==> config.mk <==
export PLATFORM = sky130hd
export DESIGN_NAME = fetch_top
export DESIGN_NICKNAME = d
export VERILOG_FILES = /design/src/bus_pkg.sv /design/src/fetch_pkg.sv /design/src/burst_reader.sv /design/src/fetch_control.sv /design/src/fetch_top.sv /design/src/icache.sv
export SDC_FILE = /design/constraint.sdc
export NUM_CORES = 2
export LEC_CHECK = 0
export BUFFER_PORTS_ARGS = -buffer_cell sky130_fd_sc_hd__clkbuf_2
export CAP_MARGIN = 10
export CORE_MARGIN = 4
export CORE_UTILIZATION = 63
export CTS_CLUSTER_DIAMETER = 60
export CTS_CLUSTER_SIZE = 16
export DETAILED_ROUTE_END_ITERATION = 6
export PLACE_DENSITY = 0.82
export SLEW_MARGIN = 0
export SYNTH_ARGS = -nofsm -noshare
export SYNTH_HDL_FRONTEND = slang
export SYNTH_MEMORY_MAX_BITS = 65536
export SYNTH_SLANG_ARGS = --single-unit
==> constraint.sdc <==
create_clock -name clock -period 7.63 [get_ports clock]
set_input_delay 1.1445 -clock clock [delete_from_list [all_inputs] [get_ports clock]]
set_output_delay 1.1445 -clock clock [all_outputs]
set_load 0.005 [all_outputs]
==> src/bus_pkg.sv <==
`default_nettype none

package bus_pkg;

	localparam logic [1:0] burst_fixed = 2'b00;
	localparam logic [1:0] burst_incr  = 2'b01; // used for block refills

	// arlen is beats minus one
	localparam logic [3:0] len_single = 4'd0;
	localparam logic [3:0] len_block  = 4'd7;

	localparam logic [1:0] resp_okay = 2'b00;

endpackage

`default_nettype wire

==> src/fetch_pkg.sv <==
`default_nettype none

package fetch_pkg;

	localparam logic [31:0] reset_vector = 32'h3000_0000; // uncached boot region
	localparam logic [31:0] sdram_base   = 32'ha000_0000;
	localparam logic [31:0] sdram_limit  = 32'ha200_0000; // first address past the window

	localparam int block_words = 8;
	localparam int offset_bits = 5; // byte offset inside one block

	// only the sdram window is cacheable, everything else is fetched word by word
	function automatic logic in_sdram(input logic [31:0] addr);
		return (addr >= sdram_base) && (addr < sdram_limit);
	endfunction

	function automatic logic [31:0] block_base(input logic [31:0] addr);
		return {addr[31:offset_bits], {offset_bits{1'b0}}};
	endfunction

endpackage

`default_nettype wire

==> src/burst_reader.sv <==
`default_nettype none

module burst_reader (
	input  wire         clock,
	input  wire         reset,
	input  wire         read_start,
	input  wire  [31:0] read_addr,
	input  wire         read_burst,
	output logic        read_busy,
	output logic [31:0] araddr,
	output logic        arvalid,
	input  wire         arready,
	output logic [1:0]  arburst,
	output logic [3:0]  arlen,
	input  wire  [31:0] rdata,
	input  wire  [1:0]  rresp,
	input  wire         rlast,
	input  wire         rvalid,
	output logic        rready,
	output logic [31:0] beat_data,
	output logic        beat_valid,
	output logic        beat_last
);
	import fetch_pkg::*;
	import bus_pkg::*;

	assign rready = 1'b1; // fetch always sinks returned data

	assign beat_valid = rvalid && rready && read_busy;
	assign beat_data  = rdata;
	assign beat_last  = rlast;

	always_ff @(posedge clock) begin
		if (reset) begin
			arvalid   <= 1'b0;
			read_busy <= 1'b0;
		end else begin
			if (read_start) begin
				arvalid <= 1'b1;
			end else if (arvalid && arready) begin
				arvalid <= 1'b0;
			end

			if (read_start) begin
				read_busy <= 1'b1;
			end else if (beat_valid && beat_last) begin
				read_busy <= 1'b0;
			end
		end
	end

	always_ff @(posedge clock) begin
		if (read_start) begin
			if (read_burst) begin
				araddr  <= block_base(read_addr); // refill always starts at word 0
				arburst <= burst_incr;
				arlen   <= len_block;
			end else begin
				araddr  <= read_addr;
				arburst <= burst_fixed;
				arlen   <= len_single;
			end
		end
	end

	a_addr_stable: assert property (@(posedge clock) disable iff (reset)
		arvalid && !arready |=> arvalid && $stable(araddr) && $stable(arlen))
		else $error("burst_reader: request changed before arready");

	a_resp_okay: assert property (@(posedge clock) disable iff (reset)
		rvalid && rready |-> rresp == resp_okay)
		else $error("burst_reader: rresp %0h on a read beat", rresp);

	a_start_idle: assert property (@(posedge clock) disable iff (reset)
		read_start |-> !read_busy)
		else $error("burst_reader: read_start while a read is outstanding");

endmodule

`default_nettype wire

==> src/fetch_control.sv <==
`default_nettype none

module fetch_control #(
	parameter int num_sets = 16
) (
	input  wire         clock,
	input  wire         reset,
	output logic [31:0] lookup_addr,
	output logic        lookup_req,
	input  wire         lookup_done,
	input  wire         hit,
	input  wire  [31:0] hit_data,
	output logic        read_start,
	output logic [31:0] read_addr,
	output logic        read_burst,
	input  wire         read_busy,
	input  wire  [31:0] beat_data,
	input  wire         beat_valid,
	input  wire         beat_last,
	input  wire         jump_wrong,
	input  wire  [31:0] jump_addr,
	input  wire  [31:0] dnpc,
	output logic [31:0] pc,
	output logic [31:0] inst,
	output logic        idu_valid,
	input  wire         idu_ready
);
	import fetch_pkg::*;

	localparam int index_bits = $clog2(num_sets);
	localparam int word_bits  = $clog2(block_words);
	localparam int tag_bits   = 32 - offset_bits - index_bits;

	typedef enum logic [1:0] {
		s_lookup,
		s_wait_beat,
		s_deliver,
		s_flush
	} state_t;

	state_t               state;
	logic [31:0]          req_addr;
	logic                 bypass; // outstanding read is a single beat
	logic [word_bits-1:0] beat_count;
	logic                 start_bypass;
	logic                 beat_match;

	logic                  refill_ok;
	logic [index_bits-1:0] refill_set;
	logic [tag_bits-1:0]   refill_tag;

	assign lookup_addr  = pc;
	assign lookup_req   = (state == s_lookup) && in_sdram(pc) && !read_busy && !lookup_done
		&& !jump_wrong;
	assign start_bypass = (state == s_lookup) && !in_sdram(pc) && !read_busy;
	// a miss still refills even if a redirect arrives in the same cycle
	assign read_start   = start_bypass || ((state == s_lookup) && lookup_done && !hit);
	assign read_burst   = in_sdram(pc);
	assign read_addr    = (state == s_lookup) ? pc : req_addr; // held while a read drains
	assign beat_match   = beat_valid && (bypass || (beat_count == pc[offset_bits-1:2]));
	assign idu_valid    = (state == s_deliver);

	always_ff @(posedge clock) begin
		if (reset) begin
			state     <= s_lookup;
			pc        <= reset_vector;
			refill_ok <= 1'b0;
		end else begin
			if (jump_wrong) begin
				pc <= jump_addr;
			end else if (idu_valid && idu_ready) begin
				pc <= dnpc;
			end

			if (jump_wrong) begin
				state <= s_flush; // whatever is in flight is dropped
			end else begin
				case (state)
					s_lookup: begin
						if (lookup_done) begin
							state <= hit ? s_deliver : s_wait_beat;
						end else if (start_bypass) begin
							state <= s_wait_beat;
						end
					end
					s_wait_beat: if (beat_match) state <= s_deliver;
					s_deliver:   if (idu_ready) state <= s_lookup;
					s_flush:     if (!read_busy) state <= s_lookup; // let a burst finish into the cache
					default:     state <= s_lookup;
				endcase
			end

			if (read_start) begin
				refill_ok <= 1'b0;
			end else if (beat_valid && beat_last && !bypass) begin
				refill_ok <= 1'b1;
			end
		end
	end

	always_ff @(posedge clock) begin
		if (read_start) begin
			req_addr   <= pc;
			bypass     <= !in_sdram(pc);
			beat_count <= '0;
			refill_set <= pc[offset_bits +: index_bits];
			refill_tag <= pc[31 -: tag_bits];
		end else if (beat_valid) begin
			beat_count <= beat_count + 1'b1;
		end

		if ((state == s_lookup) && lookup_done && hit) begin
			inst <= hit_data;
		end else if ((state == s_wait_beat) && beat_match) begin
			inst <= beat_data;
		end
	end

	a_hold: assert property (@(posedge clock) disable iff (reset)
		idu_valid && !idu_ready && !jump_wrong |=> $stable(inst) && $stable(pc))
		else $error("fetch_control: inst or pc moved under back-pressure");

	// the block refilled last must be found by the next lookup into it
	a_refill_hits: assert property (@(posedge clock) disable iff (reset)
		lookup_done && refill_ok && (pc[offset_bits +: index_bits] == refill_set)
		&& (pc[31 -: tag_bits] == refill_tag) |-> hit)
		else $error("fetch_control: miss on a freshly refilled block at %h", pc);

endmodule

`default_nettype wire

==> src/fetch_top.sv <==
`default_nettype none

module fetch_top #(
	parameter int num_sets = 16
) (
	input  wire         clock,
	input  wire         reset,
	output logic [31:0] araddr,
	output logic        arvalid,
	input  wire         arready,
	output logic [1:0]  arburst,
	output logic [3:0]  arlen,
	input  wire  [31:0] rdata,
	input  wire  [1:0]  rresp,
	input  wire         rlast,
	input  wire         rvalid,
	output logic        rready,
	input  wire         jump_wrong,
	input  wire  [31:0] jump_addr,
	input  wire  [31:0] dnpc,
	output logic [31:0] pc,
	output logic [31:0] inst,
	output logic        idu_valid,
	input  wire         idu_ready
);

	logic [31:0] lookup_addr;
	logic        lookup_req;
	logic        lookup_done;
	logic        hit;
	logic [31:0] hit_data;
	logic        read_start;
	logic [31:0] read_addr;
	logic        read_burst;
	logic        read_busy;
	logic [31:0] beat_data;
	logic        beat_valid;
	logic        beat_last;

	icache #(
		.num_sets(num_sets)
	) u_icache (
		.clock(clock),
		.reset(reset),
		.lookup_addr(lookup_addr),
		.lookup_req(lookup_req),
		.lookup_done(lookup_done),
		.hit(hit),
		.hit_data(hit_data),
		.fill_addr(read_addr), // latched by the cache on a miss
		.beat_data(beat_data),
		.beat_valid(beat_valid),
		.beat_last(beat_last)
	);

	burst_reader u_burst_reader (
		.clock(clock),
		.reset(reset),
		.read_start(read_start),
		.read_addr(read_addr),
		.read_burst(read_burst),
		.read_busy(read_busy),
		.araddr(araddr),
		.arvalid(arvalid),
		.arready(arready),
		.arburst(arburst),
		.arlen(arlen),
		.rdata(rdata),
		.rresp(rresp),
		.rlast(rlast),
		.rvalid(rvalid),
		.rready(rready),
		.beat_data(beat_data),
		.beat_valid(beat_valid),
		.beat_last(beat_last)
	);

	fetch_control #(
		.num_sets(num_sets)
	) u_fetch_control (
		.clock(clock),
		.reset(reset),
		.lookup_addr(lookup_addr),
		.lookup_req(lookup_req),
		.lookup_done(lookup_done),
		.hit(hit),
		.hit_data(hit_data),
		.read_start(read_start),
		.read_addr(read_addr),
		.read_burst(read_burst),
		.read_busy(read_busy),
		.beat_data(beat_data),
		.beat_valid(beat_valid),
		.beat_last(beat_last),
		.jump_wrong(jump_wrong),
		.jump_addr(jump_addr),
		.dnpc(dnpc),
		.pc(pc),
		.inst(inst),
		.idu_valid(idu_valid),
		.idu_ready(idu_ready)
	);

endmodule

`default_nettype wire

==> src/icache.sv <==
`default_nettype none

module icache #(
	parameter int num_sets = 16
) (
	input  wire         clock,
	input  wire         reset,
	input  wire  [31:0] lookup_addr,
	input  wire         lookup_req,
	output logic        lookup_done,
	output logic        hit,
	output logic [31:0] hit_data,
	input  wire  [31:0] fill_addr,
	input  wire  [31:0] beat_data,
	input  wire         beat_valid,
	input  wire         beat_last
);
	import fetch_pkg::*;

	localparam int index_bits = $clog2(num_sets);
	localparam int word_bits  = $clog2(block_words);
	localparam int tag_bits   = 32 - offset_bits - index_bits;

	logic [31:0]         data_mem [num_sets * block_words];
	logic [tag_bits-1:0] tag_mem  [num_sets];
	logic [num_sets-1:0] valid_bits;

	logic [index_bits-1:0] look_index;
	logic [tag_bits-1:0]   look_tag;
	logic                  miss;

	logic                  fill_open;
	logic [index_bits-1:0] fill_index;
	logic [word_bits-1:0]  fill_word;

	assign hit  = lookup_done && valid_bits[look_index] && (tag_mem[look_index] == look_tag);
	assign miss = lookup_done && !hit; // same cycle in which the refill is requested

	always_ff @(posedge clock) begin
		if (reset) begin
			lookup_done <= 1'b0;
			fill_open   <= 1'b0;
			valid_bits  <= '0;
		end else begin
			lookup_done <= lookup_req;
			if (miss) begin
				fill_open <= 1'b1;
				valid_bits[fill_addr[offset_bits +: index_bits]] <= 1'b0; // block is overwritten now
			end else if (beat_valid && fill_open && beat_last) begin
				fill_open              <= 1'b0;
				valid_bits[fill_index] <= 1'b1;
			end
		end
	end

	always_ff @(posedge clock) begin
		if (lookup_req) begin
			look_index <= lookup_addr[offset_bits +: index_bits];
			look_tag   <= lookup_addr[31 -: tag_bits];
			hit_data   <= data_mem[{lookup_addr[offset_bits +: index_bits],
				lookup_addr[offset_bits-1:2]}];
		end
		if (miss) begin
			fill_index <= fill_addr[offset_bits +: index_bits];
			fill_word  <= '0; // the burst starts at the block base
			tag_mem[fill_addr[offset_bits +: index_bits]] <= fill_addr[31 -: tag_bits];
		end else if (beat_valid && fill_open) begin
			data_mem[{fill_index, fill_word}] <= beat_data;
			fill_word <= fill_word + 1'b1;
		end
	end

	// bypass beats come back with a non-cacheable read address and are ignored here
	a_beat_in_fill: assert property (@(posedge clock) disable iff (reset)
		beat_valid |-> fill_open || !in_sdram(fill_addr))
		else $error("icache: refill beat without an open fill");

endmodule

`default_nettype wire

# After elaboration in Yosys (flattened, before gate mapping)
# Memories as Yosys holds them, arrays and structs flattened. A register that Yosys moved wholly into a read port is not among the register bits.
# Cells that the tools add are included.
[word_totals]
register_bits = 194
mem_bits_rw = 4464
inputBits = 105
output_inout_bits = 105
elab_cells = 114
mem_count = 2
[classes]
addsub = 2
order_cmp = 7
eq_ne = 9
mux = 35
n_bitwise = 3
reduce_logical = 37
[memory_table]
columns = ["name", "depth", "word_bits", "rd", "rd_clocked_by_memory_dff", "wr", "line", "text"]
rows = [
  ["u_icache.data_mem", 128, 32, 1, 1, 1, "icache.sv:24", "logic [31:0] data_mem [num_sets * block_words];"],
  ["u_icache.tag_mem", 16, 23, 1, 1, 1, "icache.sv:25", "logic [tag_bits-1:0] tag_mem [num_sets];"],
]
[ops]
columns = ["cell", "n"]
rows = [
  ["two-way mux 32 bit", 5],
  [">= comparator 32 bit, second input constant", 1],
  ["< comparator 32 bit, second input constant", 1],
  ["two-way mux 16 bit", 2],
  ["equality test 23 bit", 1],
  ["logical AND 1 bit", 23],
  ["AND 16 bit", 1],
  ["inverter 16 bit", 1],
  ["bitwise OR 16 bit", 1],
  ["< comparator 4 x 5 -> 1 bit, second input constant", 3],
  ["two-way mux 1 bit", 15],
  ["two-way mux 2 bit", 7],
  ["nonzero test 2 bit", 5],
  ["demux 1 bit (select 4 bit)", 2],
  [">= comparator 4 x 1 -> 1 bit, second input constant", 2],
  ["case mux 2 bit (4 select lines)", 1],
  ["adder 3 x 1 -> 3 bit, second input constant", 2],
  ["!= test 3 bit, second input constant", 2],
  ["logical NOT 1 bit", 5],
  ["binary-select mux 1 bit (select 4 bit)", 1],
  ["equality test 2 bit, second input constant", 2],
  ["two-way mux 4 bit", 1],
  ["!= test 4 x 3 -> 1 bit, second input constant", 1],
  ["AND reduction 4 bit", 1],
  ["other kinds (6)", 7],
]

# Logic depth before layout (Yosys ltp)
[logic_depth]
ltp_word = 9
depth_mapped = 15
mapped_depth_nobuf = 9

# Modules after synthesis
# From an unflattened synthesis, not the netlist that was laid out.
[hier_totals]
hier_cells = 7324
hier_area_um2 = 180569.4
[modules_own_cells]
columns = ["mod", "n_inst", "cells_each", "area_per_inst_um2", "seq_area_each_um2"]
rows = [
  ["icache", 1, 6875, 174123.2, 136440.9],
  ["fetch_control", 1, 362, 5049.8, 2692.6],
  ["burst_reader", 1, 87, 1396.3, 1031.0],
]

# Least setup slack after synthesis
# Ideal clock, no wire load.
[synth_path]
kind = "reg2reg"
from = "reg with a tool-made name"
to = "reg u_burst_reader.araddr[0] (enable)"
setup_time_ns = 0.520
arrival_ns = 5.772
required_ns = 7.110
setup_slack_ns = 1.338
stages_incl_launch_ff = 12
path_buffers = 5
synth_period_minus_slack_ns = 6.292
path_cell_list = "dfxtp_1 > buf_4 > buf_4 > buf_2 > buf_2 > mux4_2 > a221oi_1 > xor2_1 > nand3_1 > o41ai_4 > buf_2 > a21oi_1"
[synth_lines]
columns = ["element", "line", "text"]
rows = [
  ["to (signal assigned)", "burst_reader.sv:55", "araddr <= block_base(read_addr);"],
  ["to (signal assigned)", "burst_reader.sv:59", "araddr <= read_addr;"],
  ["to (decl)", "burst_reader.sv:10", "output logic [31:0] araddr,"],
]

==> summary.txt <==
Outcome
  • Status: finished with violations
  • Failing checks: design-rule violations

Layout
  • Fin cells: 11600
  • Layout cells sized above 1: 32.3%
  • Nets@finish: 7820
  • Area grow syn2layout: 9.79%
  • # fillers: 14600
  • Core Util, Final: 69.6%

Floorplan
  • Initial Util: 63.4%
  • Core area: 282000 µm²
  • Die width: 541 µm
  • I/O pins: 210
  • Die area: 292000 µm²
  • FP Rows: 195
  • Die Ht: 541 µm

Clocking
  • CTS Hold Bufs: 0
  • CTS tree: yes
  • CTS clk-pin slew, worst paths: 70 ps
  • # resized after CTS: 0
  • Clock Latency Late Sink: 980 ps
  • H-Tree Depth: 5
  • Sink Count: 4689
  • Clk root buf: clkbuf_16
  • # Post-CTS Setup Buffers: 0
  • CTS buffer count: 340
  • Clk buf depth: 4

Global route
  • First-pass GRT wire length: 706000 µm
  • Grt ovf: 0
  • Largest net degree at the start of global routing: 149
  • GRT Total Usage: 34.8%
  • Antenna violations before repair: 82
  • Number of global-route vias before repair: 88000

Drt
  • Antenna Nets Post-Route: 0
  • Drt total wl: 506000 µm
  • Vias per cell: 7.66
  • Post-route DRC: 2
  • TritonRoute pass-1 iters: 7
  • Via Count: 89000
  • DR iter-0 viols: 18500
  • Routed len/inst: 43.6 µm

STA
  • Slew HR: 9.81%
  • Worst Tran Pin Value: 1350 ps
  • Final worst-path setup slack: 1180 ps
  • Tmin final: 6450 ps
  • Total negative slack: 0 ps
  • Max Slew Vio Count: 0
  • Highest Clock Rate: 155 MHz
  • Clk_skew: 76.8 ps
  • Crit share post-route: 84.6%
  • Endpoints failing setup: 0
  • Hold Slack: 509 ps
  • Fin. Hold Viols: 0
  • RSZ-0062 raised after global routing: false

Setup path
  • CP endpoint: u_icache.data_mem[50][20]
  • Critical Path Sink Type: flip-flop
  • R2R Setup Slk: 1180 ps
  • Critical R2R Capture: u_icache.data_mem[50][20]
  • Worst Setup Start Kind: flip-flop
  • Reg2reg path depth: 12
  • Crit path kind: flip-flop to flip-flop
  • Crit Path Max Fanout: 39
  • Worst Path Arrival: 7060 ps
  • Critical path data required time: 8240 ps

Placed design
  • Dpl cells: 11100
  • Port bufs: 204
  • Place WS: 1420 ps
  • Placed wire-length estimate: 262000 µm
  • Placer Congestion: 0.896

Power and ir drop
  • Logic pwr share: 7.7%
  • Clk pwr share: 34.8%
  • Leak pwr: 59.2 nW
  • Peak VDD IR: 194 µV
  • Seq pwr share: 57.5%
  • Switch Pwr: 11.3 mW
  • Power Dens Cells: 253 nW/µm²
  • Switching portion of total power: 22.8%
  • Internal: 38.3 mW

Logic synthesis
  • Mean Syn Cell Area: 24.5 µm²
  • Yosys cell types: 56
  • Sequential cell area fraction in the yosys report: 78.4%
  • Post-synthesis cell area: 179000 µm²
  • Synth Warn #: 0
  • Post-Synthesis Cells: 7296
  • EDFF count, synth: 4625
  • Yosys reg bits: 4689
  • Top_reg_cell synth: edfxtp_1
  • Async SR Flop Fraction: 0%

Hold path
  • Min-Delay Path Class: flip-flop to flip-flop

Run
  • MaxCap Viol Count: 0
-- layout make-up --
class,instances,area [µm²],share of cell area [%]
Timing Repair Buffer,471,3610,1.84
Tap cell,3743,4680,2.39
Clock inverter,57,756,0.385
Multi-Input combinational cell,2191,38100,19.4
Sequential cell,4689,140000,71.4
Antenna cell,42,105,0.0535
Inverter,20,76.3,0.0389
Clock buffer,402,8860,4.51
-- power groups by stage --
stage	Sequential, mW	Clock, mW	Combinational, mW
5_1_grt	28.6	18.4	3.89
2_1_floorplan	29.1	0	2.03
3_5_place_dp	29.1	0	3.58
3_3_place_gp	29.1	0	3.44
4_1_cts	28.6	17.3	3.70
6_report	28.6	17.3	3.81
-- how the worst min path moves through the flow --
| stage | end | cells past startpoint | startpoint | slack, ps |
|---|---|---|---|---|
| after CTS | u_burst_reader.arvalid | 3 | arready | 470 |
| after global placement | u_icache.fill_open | 2 | u_icache.fill_open | 440 |
| after global routing | u_fetch_control.req_addr[0] | 0 | u_fetch_control.lookup_addr[0] | 530 |
| after floorplan | u_icache.fill_open | 2 | u_icache.fill_open | 430 |
| after detailed placement | u_icache.fill_open | 2 | u_icache.fill_open | 450 |
| final | u_icache.fill_open | 2 | u_icache.fill_open | 510 |
-- placed cells by master, fill, tap and decap left out, drive strengths merged, types with 35 or more instances in the layout --
cell type  netlist  routed
diode            0      42
buf            157     299
mux2i           95      95
nand2          145     145
a211oi          35      35
mux2            72      72
edfxtp        4625    4625
nor2           201     201
dfxtp           64      64
inv             20      38
mux4          1427    1427
clkbuf         240     574
-- layer usage --
layer,part of all wire (%),vias up,global-route usage (%)
met1,31,46100,45.8
met2,48,9061,54.7
li1,-,32100,-
met3,14,1666,9.50
met4,6.7,52,17.4
met5,0.11,-,0
-- registers in the layout, summed over array words and instances (netlist names), named ones only --
signal,flops
u_burst_reader.araddr,32
u_burst_reader.arlen,1
u_burst_reader.arvalid,1
u_burst_reader.read_busy,1
u_fetch_control.beat_count,3
u_fetch_control.bypass,1
u_fetch_control.inst,32
u_fetch_control.lookup_addr,32
u_fetch_control.req_addr,32
u_fetch_control.state,2
u_icache.data_mem,4096
u_icache.fill_index,4
u_icache.fill_open,1
u_icache.fill_word,3
u_icache.hit_data,32
u_icache.look_index,4
u_icache.look_tag,23
u_icache.lookup_done,1
u_icache.tag_mem,368
u_icache.valid_bits,16
-- synth_stat cells, types with 2 or more instances --
library cell,number,area share (%)
edfxtp_1,4625,78
mux4_2,1427,18
clkbuf_1,240,0.50
nor2_1,201,0.42
nand2_1,145,0.30
buf_1,119,0.25
mux2i_1,95,0.53
mux2_2,72,0.45
dfxtp_1,64,0.72
a211oi_1,35,0.15
inv_1,20,0.042
nand3_1,18,0.050
xor2_1,18,0.088
a21oi_1,17,0.048
buf_2,16,0.045
buf_4,16,0.067
or3_1,13,0.045
nand4_1,12,0.042
nand2b_1,10,0.035
o211ai_1,10,0.042
xnor2_1,10,0.049
nor2b_1,9,0.031
o21ai_0,9,0.025
o31ai_1,9,0.038
o32ai_1,7,0.034
or2_2,7,0.024
buf_6,6,0.038
nor4_1,6,0.021
a22o_1,5,0.024
a22oi_1,5,0.021
a31oi_1,5,0.017
a221oi_1,4,0.020
nor3_1,4,0.011
nand4b_1,3,0.015
nor4b_1,3,0.015
o22ai_1,3,0.010
a21boi_0,2,0.0084
and2_1,2,0.0070
and3_1,2,0.0070
conb_1,2,0.0042
ha_1,2,0.014
nand3b_1,2,0.0084
o21a_1,2,0.0084
or4_1,2,0.0084
-- metrics by stage --
stage | power, mW | area, µm²
CTS | 49.5 | 196000
finish | 49.6 | 196000
global route | 50.9 | 196000
global placement | 32.6 | 187000
floorplan | 31.1 | 179000
detailed placement | 32.7 | 187000
-- cell families (layout without fill, tap and decap cells) --
family                   count (synthesis)  in the layout  synth area share, %
buffers and inverters                  417            950                0.945
multiplexers                          1594           1594                 19.0
flip-flops                            4689           4689                 78.4
XOR/XNOR                                28             28                0.137
adder cells (fa/ha/maj)                  2              2               0.0140
AO/OA/AOI/OAI                          121            121                0.497
AND/OR/NAND/NOR                        443            443                 1.07
other                                    2             45              0.00420
-- critical path, stage by stage (launching register included) --
cell and delay [ps]:
dfxtp_4 850, buf_4 470, mux4_2 570, mux2i_1 210
mux2i_1 170, xnor2_1 270, nor4b_1 300, nand4_1 210
o41ai_4 640, nand4bb_4 690, buf_4 530, nor2_4 700
buf_4 370
Power figures use the tool's default switching activity.
